### config.mk
export PLATFORM = sky130hd
export DESIGN_NAME = host_loader
export DESIGN_NICKNAME = d
export VERILOG_FILES = /design/src/cpu_pkg.sv /design/src/host_loader.sv
export SDC_FILE = /design/constraint.sdc
export NUM_CORES = 1
export LEC_CHECK = 0
export ABC_AREA = 1
export ABC_CLOCK_PERIOD_IN_PS = 2420
export BUFFER_PORTS_ARGS = -buffer_cell sky130_fd_sc_hd__buf_2
export CAP_MARGIN = 10
export CORE_ASPECT_RATIO = 1.4
export CORE_MARGIN = 10
export CORE_UTILIZATION = 33
export CTS_CLUSTER_DIAMETER = 60
export DETAILED_ROUTE_END_ITERATION = 12
export PLACE_DENSITY = 0.88
export SYNTH_ARGS = -nofsm -noshare
export SYNTH_HDL_FRONTEND = slang
export SYNTH_SLANG_ARGS = --single-unit
### constraint.sdc
create_clock -name clk -period 2.42 [get_ports clk]
set_clock_uncertainty 0.2 [all_clocks]
set_input_delay 0.121 -clock clk [delete_from_list [all_inputs] [get_ports clk]]
set_output_delay 0.121 -clock clk [all_outputs]
set_load 0.1 [all_outputs]
### src/cpu_pkg.sv
////////////////////////////////////////////////////////////////////////////
// cpu shared sizes, addresses and encodings
////////////////////////////////////////////////////////////////////////////
package cpu_pkg;

    // widths
    localparam int data_w      = 32;
    localparam int host_addr_w = 32;
    localparam int reg_idx_w   = 4;

    // memory geometry, in 32-bit words
    localparam int mem_words   = 64;
    localparam int mem_idx_w   = 6;

    // host bursts, 64 bytes each
    localparam int burst_words = 16;
    localparam int burst_count = 4;
    localparam int burst_idx_w = $clog2(burst_count);
    localparam int beat_idx_w  = $clog2(burst_words);
    localparam logic [host_addr_w-1:0] burst_bytes = burst_words * 4;

    // address map
    localparam logic [host_addr_w-1:0] im_region     = 32'h0001_0000;
    localparam logic [15:0]            host_win_base = 16'h9000;

    // instruction fields
    localparam int op_hi  = 31;
    localparam int op_lo  = 28;
    localparam int rd_hi  = 27;
    localparam int rd_lo  = 24;
    localparam int rs_hi  = 23;
    localparam int rs_lo  = 20;
    localparam int rt_hi  = 19;
    localparam int rt_lo  = 16;
    localparam int imm_hi = 15;
    localparam int imm_lo = 0;

    typedef enum logic [1:0] {
        HOST_IDLE  = 2'b00,
        HOST_READ  = 2'b01,
        HOST_WRITE = 2'b11
    } host_op_t;

    typedef enum logic [3:0] {
        NOP  = 4'h0,
        ADD  = 4'h1,
        SUB  = 4'h2,
        ADDI = 4'h3,
        LD   = 4'h4,
        ST   = 4'h5,
        BEQ  = 4'h6,
        BNE  = 4'h7,
        BLT  = 4'h8,
        JMP  = 4'h9,
        HALT = 4'hA
    } opcode_t;

endpackage

### src/host_loader.sv
////////////////////////////////////////////////////////////////////////////
// boot loader and host store bridge
////////////////////////////////////////////////////////////////////////////
`timescale 1ns/1ps

module host_loader (
    input  logic                            clk,
    input  logic                            rst_n,
    input  logic                            host_ready,
    input  logic                            host_rd_valid,
    input  logic [cpu_pkg::data_w-1:0]      host_rd_data,
    input  logic                            store_valid,
    input  logic [15:0]                     store_addr,
    input  logic [cpu_pkg::data_w-1:0]      store_data,
    input  logic                            host_wr_ready,
    output cpu_pkg::host_op_t               host_op,
    output logic [cpu_pkg::host_addr_w-1:0] host_addr,
    output logic [cpu_pkg::data_w-1:0]      host_wr_data,
    output logic                            load_im_we,
    output logic                            load_dm_we,
    output logic [cpu_pkg::mem_idx_w-1:0]   load_idx,
    output logic [cpu_pkg::data_w-1:0]      load_data,
    output logic                            store_ready,
    output logic                            run
);

    typedef enum logic [2:0] {LD_IDLE, LD_DM, LD_IM, LD_GAP, RUNNING} ld_state_t;

    ld_state_t state, next_state;

    logic [cpu_pkg::burst_idx_w-1:0]   burst;
    logic [cpu_pkg::beat_idx_w-1:0]    beat;
    logic                              im_phase;   // set once all dm bursts are in
    logic                              beat_fire;
    logic                              last_beat;
    logic                              last_burst;
    logic [cpu_pkg::host_addr_w-1:0]   burst_base;

    assign beat_fire  = host_rd_valid && (state == LD_DM || state == LD_IM);
    assign last_beat  = (beat == cpu_pkg::beat_idx_w'(cpu_pkg::burst_words - 1));
    assign last_burst = (burst == cpu_pkg::burst_idx_w'(cpu_pkg::burst_count - 1));
    assign burst_base = cpu_pkg::burst_bytes * burst
                      + (im_phase ? cpu_pkg::im_region : '0);

    // counters wrap on their own, both sizes are powers of two
    always_ff @(posedge clk or negedge rst_n) begin
        if (!rst_n) begin
            state    <= LD_IDLE;
            burst    <= '0;
            beat     <= '0;
            im_phase <= 1'b0;
        end else begin
            state <= next_state;
            if (beat_fire) begin
                beat <= beat + 1'b1;
                if (last_beat) begin
                    burst <= burst + 1'b1;
                    if (last_burst)
                        im_phase <= 1'b1;
                end
            end
        end
    end

    always_comb begin
        next_state = state;
        case (state)
            LD_IDLE: if (host_ready) next_state = LD_DM;
            LD_DM, LD_IM: begin
                if (beat_fire && last_beat)
                    next_state = (state == LD_IM && last_burst) ? RUNNING : LD_GAP;
            end
            LD_GAP:  next_state = im_phase ? LD_IM : LD_DM;   // one idle cycle
            default: next_state = RUNNING;
        endcase
    end

    ////////////////////////////////////////////////////////////////////////////
    // host side
    ////////////////////////////////////////////////////////////////////////////
    always_comb begin
        if (state == LD_DM || state == LD_IM)
            host_op = cpu_pkg::HOST_READ;
        else if (run && store_valid)
            host_op = cpu_pkg::HOST_WRITE;
        else
            host_op = cpu_pkg::HOST_IDLE;
    end

    assign host_addr    = run ? {16'h0, store_addr} : burst_base;
    assign host_wr_data = store_data;
    assign store_ready  = run && host_wr_ready;
    assign run          = (state == RUNNING);

    // memory write strobes, one word per beat
    assign load_dm_we = beat_fire && (state == LD_DM);
    assign load_im_we = beat_fire && (state == LD_IM);
    assign load_idx   = {burst, beat};
    assign load_data  = host_rd_data;

    a_rd_only_in_read: assert property (@(posedge clk) disable iff (!rst_n)
        host_rd_valid |-> host_op == cpu_pkg::HOST_READ);

    a_no_store_before_run: assert property (@(posedge clk) disable iff (!rst_n)
        store_valid |-> run);

endmodule

== Yosys cells after proc, flatten, opt, wreduce, memory -nomap -nowiden ==
Index checks and enable logic that the tools add are counted.
Storage, ports and cells
  bits in registers: 10
  latch bits: 0
  bits in writable memories: 0
  memory bits (read-only): 0
  input bits: 86
  output and inout bits: 108
  memories: 0
Cells by class
  $add $sub $neg: 3
  multipliers: 0
  divide/modulo/power cells: 0
  order comparisons: 0
  equality and inequality tests: 8
  shift-type cells: 0
  muxes and demuxes: 9
  bitwise operators: 0
  reduce and logical (&&, ||, !) cells: 13
Operator list (number)
  8-bit by 17-bit adder with 18-bit output: 1
  18-bit 2-to-1 mux: 1
  17-bit 2-to-1 mux: 1
  3-bit 2-to-1 mux: 3
  3-bit case mux with 3 select lines: 1
  1-bit logical AND: 7
  3-bit by 2-bit == test with 1-bit output (second input constant): 2
  2-bit 2-to-1 mux: 3
  4-bit by 1-bit adder with 4-bit output (second input constant): 1
  4-bit == test (second input constant): 1
  2-bit != test (second input constant): 2
  2-bit AND reduction: 2
  3-bit by 1-bit == test with 1-bit output (second input constant): 1
  3-bit == test (second input constant): 1
  3-bit logical NOT: 1
  3-bit AND reduction: 1
  2-bit by 1-bit adder with 2-bit output (second input constant): 1
  2-bit == test (second input constant): 1
  2-bit OR reduction: 1
  1-bit logical OR: 1

== Depth between registers and ports, before layout ==
Gate-level depths: netlist (run 1).
  depth in word-level cells: 6
  mapped depth: 7
  depth with buffers taken out: 7

== Worst setup path before layout (run 1) ==
OpenSTA, ideal clock, no wires.
  path type: register to output
  start: reg burst[0] (netlist name)
  end: out host_addr[6] (netlist name)
  arrival: 3.234 ns
  required time: 2.099 ns
  path slack: -1.135 ns
  stages on the path, launching flop included: 3
  path buffers: 0
  path through: dfrtp_1 > inv_1 > o21ai_0
On the way
  cells in the longest elaborated chain, start to end: 2
Ends and longest elaborated chain
  start: declaration: line host_loader.sv:31  | logic [cpu_pkg::burst_idx_w-1:0] burst;
  start signal: assignment: line host_loader.sv:57  | burst <= burst + 1'b1;
  8-bit by 17-bit adder with 18-bit output: line host_loader.sv:43  | + (im_phase ? cpu_pkg::im_region : '0);
  18-bit 2-to-1 mux: line host_loader.sv:90  | assign host_addr = run ? {16'h0, store_addr} : burst_base;
  end: declaration: line host_loader.sv:17  | output logic [cpu_pkg::host_addr_w-1:0] host_addr,
Every way passes these cells.

== Worst setup path after layout (run 1) ==
  start: reg state[1]
  end: out host_op[0]
On the way
  cells in the longest elaborated chain, start to end: 4
Ends and longest elaborated chain
  start: declaration: line host_loader.sv:29  | ld_state_t state, next_state;
  start signal: assignment: line host_loader.sv:53  | state <= next_state;
  3-bit == test: line host_loader.sv:93  | assign run = (state == RUNNING);
  1-bit logical AND: line host_loader.sv:84  | else if (run && store_valid)
  2-bit 2-to-1 mux: line host_loader.sv:84
  2-bit 2-to-1 mux (*): line host_loader.sv:82  | if (state == LD_DM || state == LD_IM)
  end: declaration: line host_loader.sv:16  | output cpu_pkg::host_op_t host_op,
Mark *: on every way between the ends. The rest lies on a longest branch, timed or not.

==> results list, run 1 <==
- Largest net degree at the start of global routing: 18
* Critical path class: reg -> out
- End of the worst register-to-register path: state[0]$_DFFE_PN0P_
- The floorplan has 27 rows.
- Minimum setup slack among reg-to-reg paths: 0.96 ns
* Met3 wire length: 799 um
- RSZ-0062 raised after global routing: false
- In this run the vertical extent of the chip is 96.4 um.
- Highest metal layer with signal wires: met4
* Required time worst endpoint: 2.10 ns
- HPWL after detailed placement: 3280 um
- Per-cell routed wire length: 17.1 um
- Syn-to-layout area delta: -10.3%
- From left edge to right edge, the die measures 74.6 um.
* Hold Crit Class: in -> reg
- The detailed router placed 1016 vias in this run.
- Routed vias/inst: 4.60
- Worst R2R Start: beat[0]$_DFFE_PN0P_
- Setup violations remaining at the end of the flow were counted as 0.
- The hold violation total from the final report is 0.
* Clock root buffer master: sky130_fd_sc_hd__clkbuf_8
- Among cell families on the critical path, the largest total delay comes from buffers and inverters.
* Fraction of the cycle the final worst path needs: 89.6%
* GRT overflow: 0
- Minimum period implied by the final worst setup slack: 2.17 ns
- The clock network accounts for 31.7% of the total power.
- For this block, the initial DRC count from the detailed router was 21.
- CTS clk-pin slew, worst paths: 0.05 ns
- Post-cts repair resize count: 0
* Die Footprint: 7190 um2
- Routed met2 length: 1630 um
* Critical path capture point type: output pin
- Initial standard-cell utilization of the core: 34.5%
- Flip-flop and latch count after synthesis: 10
- The total area inside the core boundary comes to 3990 um2.
* Antenna cell count: 0
- FMAX: 461 MHz
* Critical Path Sink: host_op[0]
- Share of async-settable or async-resettable flops after synthesis: 100%
- The clock passes through at most 2 buffers.
- After detailed routing, the number of remaining DRC violations is 0.
- Run status: finished clean
- Sequential cells were found to cover 18.2% of the synthesized design area.
* Metal1 wirelength: 980 um
- Ys Warns: 0
* Core Util, Final: 30.9%
* Synthesized area divided by synthesized cell count: 7.28 um2
- Cell type with the largest total area after synthesis: sky130_fd_sc_hd__buf_4
- Antenna Nets Post-Route: 0
* I/O pin count: 194
* Most numerous cell types in the synthesized netlist: sky130_fd_sc_hd__buf_4, sky130_fd_sc_hd__inv_1, sky130_fd_sc_hd__nand2_1, sky130_fd_sc_hd__nor2_1, sky130_fd_sc_hd__dfrtp_1
- Global routing used 9.93% of the available tracks.
- Max-capacitance violation count: 0
- Across the VDD grid, the largest voltage drop is 0.320 mV.
- Cell count of the worst reg-to-reg path: 6
- The first global-routing pass estimated 5440 um of wire.
- Via count of the first global-routing pass: 1087
* Total number of nets in the final design: 267
* Combinational fraction of design power: 43.4%
* Number of buffers inserted during clock tree synthesis: 3
- The max-slew violation count is 0.
- Summed over its instances, the top area cell type makes up 43.1% of the synthesized netlist area.
- In this run the number of H-tree levels came out at 1.
* Total length of routed wires: 3780 um
- Power per cell area: 546 nW/um2
* Number of cells on the critical path: 7
* Number of enable-type register cells in the synthesized netlist: 0
- Cells after synthesis: 189
- In this run the worst path has a maximum fanout of 17.
- Hold timing on the final database bottoms out at a slack of 0.00546 ns.
- Internal Dissipation: 348 uW
* Number of search-and-repair iterations in the first detailed-routing pass: 4
- Count of buffers inserted at the top-level ports: 50
* Largest stage delay on the critical path: 0.46 ns
* Type of element launching the critical path: flop
* Most prevalent standard cell on the critical path: sky130_fd_sc_hd__nor2_4
* Origin of the worst setup path: state[1]$_DFFE_PN0P_
- Summed over all cells, the static leakage comes to 0.000751 uW.
- Clk sink count: 10
* Worst path cell trace: inv_2, nand2_2, nor2_4, inv_6, nor2_4, or2_2, buf_2
- Synth unique cells: 25
* CTS tree: done
- Clock insertion delay at the later pin of the skew report: 0.24 ns
* Final estimated routing congestion in global placement: 0.866
- Critical path's slowest cell: sky130_fd_sc_hd__dfrtp_1
- The mapped netlist covers 1380 um2.
* Data arrival time of the critical path: 1.85 ns
* Ranking of synthesized cells by area: sky130_fd_sc_hd__buf_4, sky130_fd_sc_hd__dfrtp_1, sky130_fd_sc_hd__inv_1
- Number of antenna violations at the first check in global routing: 0
- Sw power: 325 uW
* Leading register cell type out of synthesis: sky130_fd_sc_hd__dfrtp_1
- Fraction of layout instances using a drive strength above 1: 44.4%
- Counting both buffers and inverters, the worst setup path holds a total of 3.
- Switching fraction of total power: 48.3%
- Sequential Power Share: 24.9%
- Count leader, synth: sky130_fd_sc_hd__buf_4
[what timing repair did]
item | in CTS | in global routing
hold endpoints to repair | 10 | 0
setup buffers | 0 | 0
hold buffers | 1 | 0
[worst min-delay path, cell delays in order]
cell	delay, ns
sky130_fd_sc_hd__buf_2	0.14
sky130_fd_sc_hd__nand3_1	0.09
sky130_fd_sc_hd__nand2_1	0.06
[flip-flops by register name, indices dropped and copies added, names as in the netlist]
register  count
beat          4
state         3
burst         2
im_phase      1
[final cells by class]
| type | count | area [um2] |
|---|---|---|
| flip-flops and latches | 10 | 250 |
| fillers | 427 | 2750 |
| multi-input cells | 85 | 504 |
| inverters | 28 | 110 |
| clock buffers | 4 | 55.1 |
| well taps | 43 | 53.8 |
| repair buffers | 51 | 260 |
[placed cells by master (no fill, tap or decap), drive strengths merged]
master       instances
xor2                 1
clkbuf               4
ha                   2
o21ai                5
nand4                2
xnor2                2
nor3                 1
nand2               22
buf                 50
dfrtp               10
dlygate4sd3          1
a31oi                1
inv                 28
conb                15
nor2                24
nand3                9
or2                  1
[power groups by stage]
stage                     Sequential (uW)  Clock (uW)  Combinational [uW]
after floorplan                       170           0                 769
after global placement                170           0                 291
after detailed placement              170           0                 291
after CTS                             168         214                 293
after global routing                  167         220                 303
final                                 168         213                 292
[worst min-delay path by stage]
| stage | slack, ns | depth (start not counted) | start | end |
|---|---|---|---|---|
| 2_1_floorplan | -0.37 | 0 | rst_n | beat[0]$_DFFE_PN0P_ |
| 3_3_place_gp | -0.21 | 1 | rst_n | beat[2]$_DFFE_PN0P_ |
| 3_5_place_dp | -0.21 | 1 | rst_n | state[1]$_DFFE_PN0P_ |
| 4_1_cts | 0.008 | 3 | host_rd_valid | beat[1]$_DFFE_PN0P_ |
| 5_1_grt | 0.03 | 3 | host_rd_valid | beat[1]$_DFFE_PN0P_ |
| 6_report | 0.005 | 3 | host_rd_valid | beat[1]$_DFFE_PN0P_ |
[logic make-up (layout without fill, tap and decap cells)]
kind of cell             Yosys count  after routing  synth area share (%)
flip-flops                        10             10                  18.2
XOR/XNOR                           3              3                  1.91
AND/OR/NAND/NOR                   59             59                  23.0
AO/OA/AOI/OAI                      6              6                  2.55
buffers and inverters            108             83                  52.2
other                              1             15                 0.273
adder cells (fa/ha/maj)            2              2                  1.82
[metrics by stage]
step / worst slack, ns / total power [uW] / instance area, um2 / TNS, ns / instances
after floorplan: -0.433 / 939 / 1470 / -2.75 / 203
after global placement: 0.581 / 461 / 1170 / 0 / 216
after detailed placement: 0.524 / 461 / 1170 / 0 / 216
after CTS: 0.247 / 674 / 1230 / 0 / 221
after global routing: 0.123 / 690 / 1230 / 0 / 221
final: 0.252 / 673 / 1230 / 0 / 221
[metal layers]
layer / track usage [%] / vias to the layer above
met1: 6.86 / 434
li1: - / 448
met3: 6.53 / 44
met4: 12.0 / 0
met2: 16.1 / 90
met5: 0 / -
Note: power is estimated with default switching activity, not from simulation.
==> run 2: changes to the inputs <==
--- a/config.mk
+++ b/config.mk
@@ -9,11 +9,11 @@
 export ABC_CLOCK_PERIOD_IN_PS = 2420
 export BUFFER_PORTS_ARGS = -buffer_cell sky130_fd_sc_hd__buf_2
 export CAP_MARGIN = 10
-export CORE_ASPECT_RATIO = 1.4
-export CORE_MARGIN = 10
+export CORE_MARGIN = 5
 export CORE_UTILIZATION = 33
 export CTS_CLUSTER_DIAMETER = 60
 export DETAILED_ROUTE_END_ITERATION = 12
+export HOLD_SLACK_MARGIN = 0.02
 export PLACE_DENSITY = 0.88
 export SYNTH_ARGS = -nofsm -noshare
 export SYNTH_HDL_FRONTEND = slang
==> results list, run 2 (synthesis gave the netlist of run 1 again) <==
* I/O pin count: 194
* Vias after detailed routing: 964
- The number of setup buffers added after CTS is 0.
* Syn-to-layout area delta: -8.92%
- After clock tree synthesis, the clock-pin slew on the worst setup and hold paths is 0.05 ns.
- The clock reaches the later pin of the worst-skew pair after 0.23 ns.
- Entering global routing, the biggest net connects 18 pins.
* First-pass GRT wire length: 3990 um
- Type of element launching the critical path: flop
- Most used cells in the layout excluding fill and tap cells: sky130_fd_sc_hd__buf_2, sky130_fd_sc_hd__inv_1, sky130_fd_sc_hd__nand2_1
- Number of design rule violations left after detail routing: 0
- Dividing the detail-routed wire length by the instance count gives 12.7 um.
- Summed area of non-filler cells in the final layout: 1250 um2
- For this configuration, the core starts out at a cell density of 34.1%.
* Fillcell total: 427
- Sw power: 317 uW
- Total routing resource utilization after global routing: 9.39%
- Among the stages of the critical path, the cell type that occurs most often is sky130_fd_sc_hd__nor2_4.
- In this run the number of H-tree levels came out at 1.
- The cell sitting at the root of the clock tree is a sky130_fd_sc_hd__clkbuf_8.
- STA puts the critical path data required time at 2.10 ns.
* Die extent in y: 74.6 um
- Minimum period implied by the final worst setup slack: 2.13 ns
- Number of antenna violations at the first check in global routing: 0
- Number of flip-flops in the largest register: 4
- The first routing iteration left 21 violations.
* Internal Dissipation: 349 uW
- Ranked by flip-flop count, first place goes to beat.
* Number of buffers inserted during clock tree synthesis: 3
- The largest registers in the layout are beat (4), state (3), burst (2).
- Final estimated routing congestion in global placement: 0.762
- The signal on the critical path passes through inv_2, nand2_2, nor2_4, inv_6, nor2_4, or2_2, buf_2.
- Row Count: 23
- FMAX: 470 MHz
- Of the available clock period, the critical path in the final layout requires 88.0%.
* Largest stage delay on the critical path: 0.46 ns
- Number of failing hold endpoints at the final stage: 0
- Via count of the first global-routing pass: 831
- Highest metal layer with signal wires: met4
- Peak supply drop: 0.304 mV
* HPWL after detailed placement: 2530 um
* Clk sink count: 10
- Hold Crit Class: in -> out
- Power per cell area: 531 nW/um2
- Die Footprint: 5560 um2
- Metal1 wirelength: 925 um
- After routing, the total negative slack on setup checks comes to 0 ns.
- The routed design uses 1270 um of met2 wire.
- The total overflow left after global routing is 0.
* Worst-path fanout max: 17
* Count of buffers inserted at the top-level ports: 50
- The worst setup path is of the reg -> out kind.
- Combinational fraction of design power: 43.8%
* Leak: 0.000755 uW
- Net switching is 47.6% of the power.
* Run status: finished clean
- Gates resized during post-CTS repair numbered 0.
* Post-cts hold buffer count: 2
- Sequential Power Share: 25.2%
- Buffer levels on the longest clock path: 2
- In the final layout, the share of cells above drive strength 1 is 44.1%.
* RSZ-0062 raised after global routing: false
- The first TritonRoute pass finished after 4 iterations.
- Setup violations remaining at the end of the flow were counted as 0.
* Worst setup slack before clock tree synthesis: 0.544 ns
* Antenna cell count: 0
- From left edge to right edge, the die measures 74.6 um.
- In this run the remaining antenna-violating nets after routing total 0.
- Final worst slack: 0.291 ns
- Routed vias/inst: 4.21
- Total number of nets in the final design: 268
- Wires add up to 2900 um.
* Power share of the clock group: 31.0%
- TritonCTS built the clock tree.
- Count of final max-slew check failures: 0
- Summed over all nets, wire length on met3 after detailed routing comes to 581 um.
- Across the run, the number of max-cap violations was 0.
- Critical path's slowest cell: sky130_fd_sc_hd__dfrtp_1
- After detailed placement, the total cell area comes to 1180 um2.
- At the worst endpoint, the arrival time is 1.81 ns.
- Cells fill 31.1% of the core in the end.
* Floorplan Core Area: 4030 um2
* Critical path capture point type: output pin
- Leaving out fill and tap cells, the most frequent cell in the layout is sky130_fd_sc_hd__buf_2.
==> run 2: changes by cell type in the layout (fill, tap and decap cells not counted), sizes merged <==
| cell | before | now |
|---|---|---|
| dlygate4sd3 | 1 | 2 |
==> run 2: critical path, delay by kind of cell (launching register included) <==
family                 cells  cell delay (ns)
DFF                        1             0.46
buffers and inverters      3             0.65
and+or+nand+nor            4             0.46
==> run 2: power groups by stage <==
| stage | combinational, uW | clock (uW) | sequential, uW |
|---|---|---|---|
| floorplan | 769 | 0 | 170 |
| global placement | 288 | 0 | 170 |
| detailed placement | 290 | 0 | 170 |
| CTS | 293 | 213 | 168 |
| global route | 303 | 220 | 167 |
| finish | 292 | 206 | 168 |
==> run 2: worst paths after layout <==
kind                                       from              endpoint  slack, ns  cells past startpoint
max                        state[1]$_DFFE_PN0P_            host_op[0]       0.29                      7
min reg2reg                 beat[2]$_DFFE_PN0P_   beat[2]$_DFFE_PN0P_       0.33                      1
min in group asynchronous                 rst_n  burst[0]$_DFFE_PN0P_       0.09                      2
max reg2reg                state[1]$_DFFE_PN0P_  burst[0]$_DFFE_PN0P_       1.01                      5
max in group asynchronous                 rst_n  state[0]$_DFFE_PN0P_       1.74                      2
min                              store_data[13]      host_wr_data[13]       0.04                      0
==> run 2: metrics by stage <==
| stage | hold WS [ns] | cells | total power [uW] |
|---|---|---|---|
| 2_1_floorplan | -0.375 | 203 | 939 |
| 3_3_place_gp | -0.205 | 223 | 459 |
| 3_5_place_dp | -0.199 | 223 | 460 |
| 4_1_cts | 0.0427 | 229 | 673 |
| 5_1_grt | 0.0421 | 229 | 690 |
| 6_report | 0.0420 | 229 | 665 |
==> run 2: routing by layer <==
metal  vias to the layer above  global-route usage [%]
met3                        24                    5.95
met2                        84                    14.0
met5                         -                       0
li1                        449                       -
met4                         0                    5.14
met1                       407                    10.2
==> run 2: area by class of cell <==
type                       instances  area [um2]  area share, %
inverter                          28         110           8.79
sequential                        10         250           20.0
timing repair buffer              52         270           21.6
clock buffer                       4        55.1           4.40
tap                               50        62.6           5.00
multi-input combinational         85         504           40.3
